### src/aluPkg.sv
package aluPkg;

	// Default operand width, overridden from the top level
	localparam int defaultDataWidth = 16;

	// Opcode map for the execute unit
	// Bit 3 low selects the arithmetic group
	// Arithmetic codes keep the adder encoding
	// Bits 2:1 pick the second adder operand, bit 0 is the carry-in
	// Code 4'h7 is unused and treated as LD
	// Bits 3:2 equal to 2'b10 select the logic group
	// Bits 1:0 then pick AND, OR, XOR, NOT
	// Bits 3:1 equal to 3'b110 select the one-bit shifter
	// Bit 0 picks the direction, 0 left and 1 right
	// Codes 4'hE and 4'hF are unused and treated as LD
	typedef enum logic [3:0] {
		// Transfer A
		LD  = 4'h0,
		// A + 1
		INC = 4'h1,
		// A + B
		ADD = 4'h2,
		// A + B + 1
		ADC = 4'h3,
		// A + ~B, subtract with borrow
		SBB = 4'h4,
		// A + ~B + 1, true subtraction
		SUB = 4'h5,
		// A + all ones, decrement
		DEC = 4'h6,
		// Logic group
		AND = 4'h8,
		OR  = 4'h9,
		XOR = 4'hA,
		NOT = 4'hB,
		// Shift group, vacated bit is filled with zero
		LSH = 4'hC,
		RSH = 4'hD
	} aluOp;

	// Command port handshake FSM
	// IDLE waits for a client command
	// REQUEST holds aluReq until the arbiter acknowledges
	// DONE presents the result with cmdAck high
	// RELEASE waits for the arbiter acknowledge to fall
	typedef enum logic [1:0] {
		IDLE,
		REQUEST,
		DONE,
		RELEASE
	} portState;

endpackage

### src/aluCore.sv
`timescale 1ns/1ps

module aluCore #(
	parameter int dataWidth = aluPkg::defaultDataWidth
) (
	input  logic                 clk,
	input  logic                 rst,
	input  logic                 issue,
	input  aluPkg::aluOp         issueOp,
	input  logic [dataWidth-1:0] issueA,
	input  logic [dataWidth-1:0] issueB,
	output logic                 resultValid,
	output logic [dataWidth-1:0] result,
	output logic                 carry,
	output logic                 zero
);

	// Second adder operand and carry-in
	logic [dataWidth-1:0] addOperand;
	logic                 addCarryIn;
	// One extra bit keeps the carry out
	logic [dataWidth:0]   addSum;
	// Combinational result ahead of the output register
	logic [dataWidth-1:0] nextResult;
	logic                 nextCarry;

	// Operand select for the shared adder
	// Zero, B, inverted B or all ones
	always_comb begin
		addOperand = '0;
		addCarryIn = 1'b0;
		case (issueOp)
			aluPkg::INC: begin
				addCarryIn = 1'b1;
			end
			aluPkg::ADD: begin
				addOperand = issueB;
			end
			aluPkg::ADC: begin
				addOperand = issueB;
				addCarryIn = 1'b1;
			end
			aluPkg::SBB: begin
				addOperand = ~issueB;
			end
			aluPkg::SUB: begin
				addOperand = ~issueB;
				addCarryIn = 1'b1;
			end
			aluPkg::DEC: begin
				addOperand = '1;
			end
			// LD and the unused codes add nothing
			default: begin
				addOperand = '0;
				addCarryIn = 1'b0;
			end
		endcase
	end

	// Single adder shared by every arithmetic opcode
	assign addSum = {1'b0, issueA} + {1'b0, addOperand} + {{dataWidth{1'b0}}, addCarryIn};

	// Result and carry select per function group
	always_comb begin
		nextResult = addSum[dataWidth-1:0];
		nextCarry  = addSum[dataWidth];
		case (issueOp)
			// Logic group clears carry
			aluPkg::AND: begin
				nextResult = issueA & issueB;
				nextCarry  = 1'b0;
			end
			aluPkg::OR: begin
				nextResult = issueA | issueB;
				nextCarry  = 1'b0;
			end
			aluPkg::XOR: begin
				nextResult = issueA ^ issueB;
				nextCarry  = 1'b0;
			end
			aluPkg::NOT: begin
				nextResult = ~issueA;
				nextCarry  = 1'b0;
			end
			// Bit shifted out lands in carry
			aluPkg::LSH: begin
				nextResult = {issueA[dataWidth-2:0], 1'b0};
				nextCarry  = issueA[dataWidth-1];
			end
			aluPkg::RSH: begin
				nextResult = {1'b0, issueA[dataWidth-1:1]};
				nextCarry  = issueA[0];
			end
			// Arithmetic, LD and unused codes take the adder output
			default: begin
				nextResult = addSum[dataWidth-1:0];
				nextCarry  = addSum[dataWidth];
			end
		endcase
	end

	// Valid follows issue by exactly one cycle
	always_ff @(posedge clk) begin
		if (rst) begin
			resultValid <= 1'b0;
		end else begin
			resultValid <= issue;
		end
	end

	// Result and flags are only loaded on issue
	// Held until the next issue
	always_ff @(posedge clk) begin
		if (issue) begin
			result <= nextResult;
			carry  <= nextCarry;
			zero   <= (nextResult == '0);
		end
	end

endmodule

### src/aluArbiter.sv
`timescale 1ns/1ps

module aluArbiter #(
	parameter int dataWidth = aluPkg::defaultDataWidth
) (
	input  logic                 clk,
	input  logic                 rst,
	// Port 0 request side
	input  logic                 req0,
	input  aluPkg::aluOp         op0,
	input  logic [dataWidth-1:0] a0,
	input  logic [dataWidth-1:0] b0,
	// Port 1 request side
	input  logic                 req1,
	input  aluPkg::aluOp         op1,
	input  logic [dataWidth-1:0] a1,
	input  logic [dataWidth-1:0] b1,
	// Core result
	input  logic                 resultValid,
	input  logic [dataWidth-1:0] result,
	input  logic                 carry,
	input  logic                 zero,
	// Acknowledges and shared result bus
	output logic                 ack0,
	output logic                 ack1,
	output logic [dataWidth-1:0] aluResult,
	output logic                 aluCarry,
	output logic                 aluZero,
	// Core issue side
	output logic                 issue,
	output aluPkg::aluOp         issueOp,
	output logic [dataWidth-1:0] issueA,
	output logic [dataWidth-1:0] issueB
);

	// FREE accepts a request, EXEC waits on the core
	// HOLD keeps the acknowledge up until the request falls
	typedef enum logic [1:0] {
		FREE,
		EXEC,
		HOLD
	} arbState;

	arbState state;
	// Granted port index
	logic    grant;
	// Port that wins a tie
	logic    priorityPort;
	logic    nextGrant;
	// Request line of the port that owns the core
	logic    grantReq;

	assign grantReq = grant ? req1 : req0;

	// Round-robin pick, ties go to the priority port
	always_comb begin
		if (req0 && req1) begin
			nextGrant = priorityPort;
		end else begin
			nextGrant = req1;
		end
	end

	always_ff @(posedge clk) begin
		if (rst) begin
			state        <= FREE;
			grant        <= 1'b0;
			priorityPort <= 1'b0;
			issue        <= 1'b0;
		end else begin
			// Issue is a single-cycle pulse
			issue <= 1'b0;
			case (state)
				FREE: begin
					if (req0 || req1) begin
						grant <= nextGrant;
						issue <= 1'b1;
						state <= EXEC;
					end
				end
				EXEC: begin
					if (resultValid) begin
						state <= HOLD;
					end
				end
				HOLD: begin
					// Release done, hand priority to the other port
					if (!grantReq) begin
						priorityPort <= ~grant;
						state        <= FREE;
					end
				end
				default: begin
					state <= FREE;
				end
			endcase
		end
	end

	// Ports hold their operands while requesting
	assign issueOp = grant ? op1 : op0;
	assign issueA  = grant ? a1 : a0;
	assign issueB  = grant ? b1 : b0;

	// Capture the core output for the shared bus
	always_ff @(posedge clk) begin
		if ((state == EXEC) && resultValid) begin
			aluResult <= result;
			aluCarry  <= carry;
			aluZero   <= zero;
		end
	end

	// Acknowledge only toward the granted port
	assign ack0 = (state == HOLD) && !grant;
	assign ack1 = (state == HOLD) && grant;

endmodule

### src/cmdPort.sv
`timescale 1ns/1ps

module cmdPort #(
	parameter int dataWidth = aluPkg::defaultDataWidth
) (
	input  logic                 clk,
	input  logic                 rst,
	// Client command
	input  logic                 cmdReq,
	input  aluPkg::aluOp         cmdOp,
	input  logic [dataWidth-1:0] cmdA,
	input  logic [dataWidth-1:0] cmdB,
	// Arbiter acknowledge and shared result bus
	input  logic                 aluAck,
	input  logic [dataWidth-1:0] aluResult,
	input  logic                 aluCarry,
	input  logic                 aluZero,
	// Client response
	output logic                 cmdAck,
	output logic [dataWidth-1:0] cmdResult,
	output logic                 cmdCarry,
	output logic                 cmdZero,
	// Request toward the arbiter
	output logic                 aluReq,
	output aluPkg::aluOp         aluOp,
	output logic [dataWidth-1:0] aluA,
	output logic [dataWidth-1:0] aluB
);

	aluPkg::portState state;

	// Command accepted in this cycle
	logic accept;
	// Shared bus belongs to this port in this cycle
	logic capture;

	assign accept  = (state == aluPkg::IDLE) && cmdReq;
	assign capture = (state == aluPkg::REQUEST) && aluAck;

	// Four-phase on both sides
	// Client side: cmdReq up, cmdAck up, cmdReq down, cmdAck down
	// Arbiter side runs the same sequence nested inside
	always_ff @(posedge clk) begin
		if (rst) begin
			state <= aluPkg::IDLE;
		end else begin
			case (state)
				aluPkg::IDLE: begin
					if (cmdReq) begin
						state <= aluPkg::REQUEST;
					end
				end
				aluPkg::REQUEST: begin
					// aluReq falls as soon as the result is taken
					if (aluAck) begin
						state <= aluPkg::DONE;
					end
				end
				aluPkg::DONE: begin
					// A client holding cmdReq stalls here
					// The arbiter is already free for the other port
					if (!cmdReq) begin
						state <= aluPkg::RELEASE;
					end
				end
				aluPkg::RELEASE: begin
					// No new request until the arbiter side is idle
					if (!aluAck) begin
						state <= aluPkg::IDLE;
					end
				end
				default: begin
					state <= aluPkg::IDLE;
				end
			endcase
		end
	end

	// Command copy, stable for the whole arbiter handshake
	always_ff @(posedge clk) begin
		if (accept) begin
			aluOp <= cmdOp;
			aluA  <= cmdA;
			aluB  <= cmdB;
		end
	end

	// Result copy, stable while cmdAck is high
	always_ff @(posedge clk) begin
		if (capture) begin
			cmdResult <= aluResult;
			cmdCarry  <= aluCarry;
			cmdZero   <= aluZero;
		end
	end

	assign aluReq = (state == aluPkg::REQUEST);
	assign cmdAck = (state == aluPkg::DONE);

endmodule

### src/aluTop.sv
`timescale 1ns/1ps

module aluTop #(
	parameter int dataWidth = aluPkg::defaultDataWidth
) (
	input  logic                 clk,
	input  logic                 rst,
	// Client 0
	input  logic                 cmdReq0,
	input  aluPkg::aluOp         cmdOp0,
	input  logic [dataWidth-1:0] cmdA0,
	input  logic [dataWidth-1:0] cmdB0,
	output logic                 cmdAck0,
	output logic [dataWidth-1:0] cmdResult0,
	output logic                 cmdCarry0,
	output logic                 cmdZero0,
	// Client 1
	input  logic                 cmdReq1,
	input  aluPkg::aluOp         cmdOp1,
	input  logic [dataWidth-1:0] cmdA1,
	input  logic [dataWidth-1:0] cmdB1,
	output logic                 cmdAck1,
	output logic [dataWidth-1:0] cmdResult1,
	output logic                 cmdCarry1,
	output logic                 cmdZero1
);

	// Port to arbiter links
	logic                 aluReq0;
	logic                 aluReq1;
	aluPkg::aluOp         aluOp0;
	aluPkg::aluOp         aluOp1;
	logic [dataWidth-1:0] aluA0;
	logic [dataWidth-1:0] aluA1;
	logic [dataWidth-1:0] aluB0;
	logic [dataWidth-1:0] aluB1;
	logic                 aluAck0;
	logic                 aluAck1;
	// Result bus shared by both ports
	logic [dataWidth-1:0] aluResult;
	logic                 aluCarry;
	logic                 aluZero;
	// Arbiter to core
	logic                 issue;
	aluPkg::aluOp         issueOp;
	logic [dataWidth-1:0] issueA;
	logic [dataWidth-1:0] issueB;
	logic                 resultValid;
	logic [dataWidth-1:0] result;
	logic                 carry;
	logic                 zero;

	cmdPort #(.dataWidth(dataWidth)) i_cmdPort0 (
		.clk(clk), .rst(rst),
		.cmdReq(cmdReq0), .cmdOp(cmdOp0), .cmdA(cmdA0), .cmdB(cmdB0),
		.aluAck(aluAck0), .aluResult(aluResult), .aluCarry(aluCarry), .aluZero(aluZero),
		.cmdAck(cmdAck0), .cmdResult(cmdResult0), .cmdCarry(cmdCarry0), .cmdZero(cmdZero0),
		.aluReq(aluReq0), .aluOp(aluOp0), .aluA(aluA0), .aluB(aluB0)
	);

	cmdPort #(.dataWidth(dataWidth)) i_cmdPort1 (
		.clk(clk), .rst(rst),
		.cmdReq(cmdReq1), .cmdOp(cmdOp1), .cmdA(cmdA1), .cmdB(cmdB1),
		.aluAck(aluAck1), .aluResult(aluResult), .aluCarry(aluCarry), .aluZero(aluZero),
		.cmdAck(cmdAck1), .cmdResult(cmdResult1), .cmdCarry(cmdCarry1), .cmdZero(cmdZero1),
		.aluReq(aluReq1), .aluOp(aluOp1), .aluA(aluA1), .aluB(aluB1)
	);

	// Round-robin access to the single core
	aluArbiter #(.dataWidth(dataWidth)) i_aluArbiter (
		.clk(clk), .rst(rst),
		.req0(aluReq0), .op0(aluOp0), .a0(aluA0), .b0(aluB0),
		.req1(aluReq1), .op1(aluOp1), .a1(aluA1), .b1(aluB1),
		.resultValid(resultValid), .result(result), .carry(carry), .zero(zero),
		.ack0(aluAck0), .ack1(aluAck1),
		.aluResult(aluResult), .aluCarry(aluCarry), .aluZero(aluZero),
		.issue(issue), .issueOp(issueOp), .issueA(issueA), .issueB(issueB)
	);

	aluCore #(.dataWidth(dataWidth)) i_aluCore (
		.clk(clk), .rst(rst),
		.issue(issue), .issueOp(issueOp), .issueA(issueA), .issueB(issueB),
		.resultValid(resultValid), .result(result), .carry(carry), .zero(zero)
	);

endmodule

### config.mk
export PLATFORM = sky130hd
export DESIGN_NAME = aluTop
export DESIGN_NICKNAME = d
export VERILOG_FILES = /design/src/aluPkg.sv /design/src/aluCore.sv /design/src/aluArbiter.sv /design/src/cmdPort.sv /design/src/aluTop.sv
export SDC_FILE = /design/constraint.sdc
export NUM_CORES = 1
export LEC_CHECK = 0
export ABC_AREA = 1
export BUFFER_PORTS_ARGS = -buffer_cell sky130_fd_sc_hd__buf_2
export CORE_MARGIN = 2
export CORE_UTILIZATION = 58
export CTS_CLUSTER_SIZE = 12
export DETAILED_ROUTE_END_ITERATION = 8
export GPL_TIMING_DRIVEN = 0
export PLACE_DENSITY = 0.8
export SLEW_MARGIN = 10
export SYNTH_ARGS = -nofsm -noshare
export SYNTH_HDL_FRONTEND = slang
export SYNTH_SLANG_ARGS = --single-unit
### constraint.sdc
create_clock -name clk -period 4.35 [get_ports clk]
set_input_delay 0.435 -clock clk [delete_from_list [all_inputs] [get_ports clk]]
set_output_delay 0.435 -clock clk [all_outputs]
set_load 0.01 [all_outputs]
==> run_results.csv <==
group,metric,value,unit
run_status,status,"finished, final reports clean",
detailed_routing,wirelength,18.0,mm
clock_tree,clk_latency,0.42,ns
flow_run,maxCapViolCount,0,
worst_hold_path,holdPathStages,1,
clock_tree,cts-resized-gates,0,
yosys,ys.flop_type,"edfxtp_1",
detailed_routing,routed.top_layer,"met4",
worst_setup_path,rr_endpoint,"i_aluCore.zero$_DFFE_PP_",
worst_hold_path,hp-class,"in -> reg",
pwr,power.density,713,mW/mm^2
detailed_routing,wl_met2,8.63,mm
sta,min_period_over_period,89.1,%
sta,maxSlewHeadroom,37.5,%
pwr,power.leakage,0.00449,uW
clock_tree,cts-root-buf,"clkbuf_16",
sta,finalWorstSetupSlack,0.472,ns
detailed_routing,m1WireLength,7.77,mm
sta,layout_min_cycle_time,3.88,ns
yosys,synth_edf_count,144,
sta,fmax,258,MHz
sta,setup_viol,0,
cells_and_area,final_nets,1163,
yosys,synth_nets,1030,
worst_setup_path,timing.critical_path.fanout_max,10,
clock_tree,htree_levels,4,
die,die_x,124,um
grt,grt_pass1_vias,5936,
yosys,ys_ff_latch,154,
yosys,yosysUniqueCellTypes,34,
detailed_routing,drt_iter0_drc,452,
placement,portBuffers,112,
cells_and_area,diodes,0,
placement,place_ws,0.564,ns
detailed_routing,dr_wl_met3,1.10,mm
worst_setup_path,rr_worst_depth,21,
clock_tree,cts_hold_buffers,0,
die,io_pins,114,
yosys,yosysWarnings,0,
cells_and_area,layout.cells.most_common,"nand2_1",
worst_setup_path,critPathKind,"reg -> reg",
clock_tree,clkTransAtPathRegs,0.06,ns
sta,whs,0.184,ns
worst_setup_path,ff2ff_setup_slack,0.47,ns
worst_setup_path,arrival,4.16,ns
clock_tree,cts_tree,"done",
die,coreArea,0.0140,mm^2
grt,grt_overflow,0,
placement,place_congestion,0.973,
worst_hold_path,min_to,"i_cmdPort1.aluOp[2]$_DFFE_PP_",
yosys,seq_area_frac_synth,54.2,%
worst_setup_path,reg2reg_from,"i_aluArbiter.grant$_SDFFE_PP0P_",
die,start_util,59.7,%
die,dieArea,0.0154,mm^2
clock_tree,cts.sinks,154,
pwr,ir_drop,396,uV
sta,fin_skew,0.00512,ns
sta,tightestPinTransition,0.937,ns
clock_tree,post_cts_buffers,0,
sta,setup-tns-final,0,ns
detailed_routing,num_vias,6338,
yosys,syn-cell-area,0.00835,mm^2
grt,grtUsageTotal,24.9,%
worst_setup_path,start_kind,"register",
cells_and_area,design_area,0.00979,mm^2
clock_tree,clockBufferDepth,2,
die,die_y,124,um
placement,hpwlAfterDp,13.7,mm
detailed_routing,drt-wirelength-per-cell,14.7,um
cells_and_area,layout_common_cells,"245 x nand2_1, 144 x edfxtp_1, 125 x inv_1",
clock_tree,cts_buffers,17,
die,fp-row-count,43,
detailed_routing,antenna_left,0,
detailed_routing,routed_via_density,5.18,
yosys,syn_avg_cell_area,9.31,um^2
cells_and_area,fill_cells,1115,
grt,grt_max_degree,37,
cells_and_area,multi_input_area,0.00316,mm^2
worst_hold_path,min_from,"cmdOp1[2]",
detailed_routing,dr.pass1.iters,5,
cells_and_area,final_layout_size_suffix_gt1_share,21.5,%
worst_setup_path,end_kind,"register",
sta,rsz0062_at_grt,"false",
cells_and_area,seqCellArea,0.00452,mm^2
yosys,async_reset_ff_share,0,%
detailed_routing,remaining_drc_errors,0,
grt,grt_antenna_before_repair,0,
grt,grt_pass1_wl,28.7,mm
worst_setup_path,required,4.63,ns
placement,dpl-instance-area,0.00917,mm^2
sta,slew_viol_final,0,
yosys,synth_cells,897,
sta,hold_viol_final,0,
cells_and_area,synthToLayoutAreaGrowth,17.3,%
==> per-layer routing <==
| layer | vias to the layer above | track usage [%] |
|---|---|---|
| met2 | 240 | 42.1 |
| met5 | - | 0 |
| met3 | 33 | 4.53 |
| li1 | 3187 | - |
| met4 | 0 | 11.4 |
| met1 | 2878 | 31.2 |
==> critical path, cell delays in order, from the launching register on <==
cell      delay (ns)
dfxtp_1         0.33
buf_6           0.15
nand2_1         0.08
nand2_2         0.10
nor2_1          0.11
inv_1           0.06
nor2_1          0.38
buf_2           0.33
a211oi_1        0.14
fa_1            0.46
inv_1           0.14
fa_1            0.23
nand2_1         0.11
a21oi_1         0.27
nand3_1         0.19
nand4_1         0.12
nand2_1         0.07
a21oi_2         0.16
nand2_1         0.06
nor2_1          0.09
nand2_1         0.06
nor2_1          0.09
==> flip-flops by register name, summed over array words and instances (netlist names), 2 cells and up <==
signal,flops
i_cmdPort0.cmdResult,16
i_cmdPort0.aluA,16
i_cmdPort1.aluB,16
i_aluCore.result,16
i_aluArbiter.aluResult,16
i_cmdPort1.aluOp,4
i_cmdPort1.cmdResult,16
i_cmdPort0.aluOp,4
i_cmdPort0.aluB,16
i_cmdPort0.state,2
i_cmdPort1.aluA,16
i_aluArbiter.state,2
i_cmdPort1.state,2
==> report_power, final <==
group | internal (uW) | total [uW] | switching, uW | leakage, uW
logic | 1050 | 3270 | 2220 | 0.00277
registers | 2050 | 2160 | 107 | 0.00142
clock network | 963 | 1550 | 589 | 0.000295
==> cells in the mapped netlist (all sizes together), types with 10 or more instances <==
cell    count  area [um^2]
edfxtp    144         4320
a21oi      35          179
o21ai      50          262
nor2       77          322
ha         55          688
or2        18          113
buf        18          161
nand2     266         1070
dfxtp      10          200
nand3      53          265
inv       135          507
==> kinds of logic (layout without fill, tap and decap cells) <==
kind of cell               after synthesis  in the layout  share of synthesized area, %
AOI/OAI and AO/OA                       98             98                          6.40
adders and majority gates               57             57                          8.72
muxes                                    2              2                         0.240
buffers and inverters                  156            302                          8.13
xor gates and xnor gates                 3              3                         0.315
DFF                                    154            154                          54.2
and+or+nand+nor                        427            427                          22.0
==> final cells by class <==
| class | count | share of cell area, % |
|---|---|---|
| plain buffers | 21 | 1.76 |
| multi-input cells | 587 | 32.2 |
| clock inverters | 14 | 1.99 |
| flip-flops and latches | 154 | 46.2 |
| inverters | 135 | 5.17 |
| repair buffers | 114 | 5.95 |
| well taps | 180 | 2.30 |
| clock buffers | 18 | 4.38 |
==> worst max-delay path by stage <==
stage,start,cells past startpoint,endpoint
6_report,i_aluArbiter.grant$_SDFFE_PP0P_,21,i_aluCore.zero$_DFFE_PP_
5_1_grt,i_aluArbiter.grant$_SDFFE_PP0P_,21,i_aluCore.zero$_DFFE_PP_
4_1_cts,i_aluArbiter.grant$_SDFFE_PP0P_,21,i_aluCore.zero$_DFFE_PP_
3_5_place_dp,i_aluArbiter.grant$_SDFFE_PP0P_,21,i_aluCore.zero$_DFFE_PP_
3_3_place_gp,i_aluArbiter.grant$_SDFFE_PP0P_,24,i_aluCore.zero$_DFFE_PP_
2_1_floorplan,i_aluArbiter.grant$_SDFFE_PP0P_,23,i_aluCore.zero$_DFFE_PP_
==> through the flow <==
step	instances	utilization (%)	power (uW)
3_3_place_gp	1189	65.3	5310
5_1_grt	1223	70.0	7550
4_1_cts	1223	70.0	6960
3_5_place_dp	1191	65.6	5400
2_1_floorplan	897	-	4570
6_report	1223	70.0	6990
(Power assumes the default switching activity.)
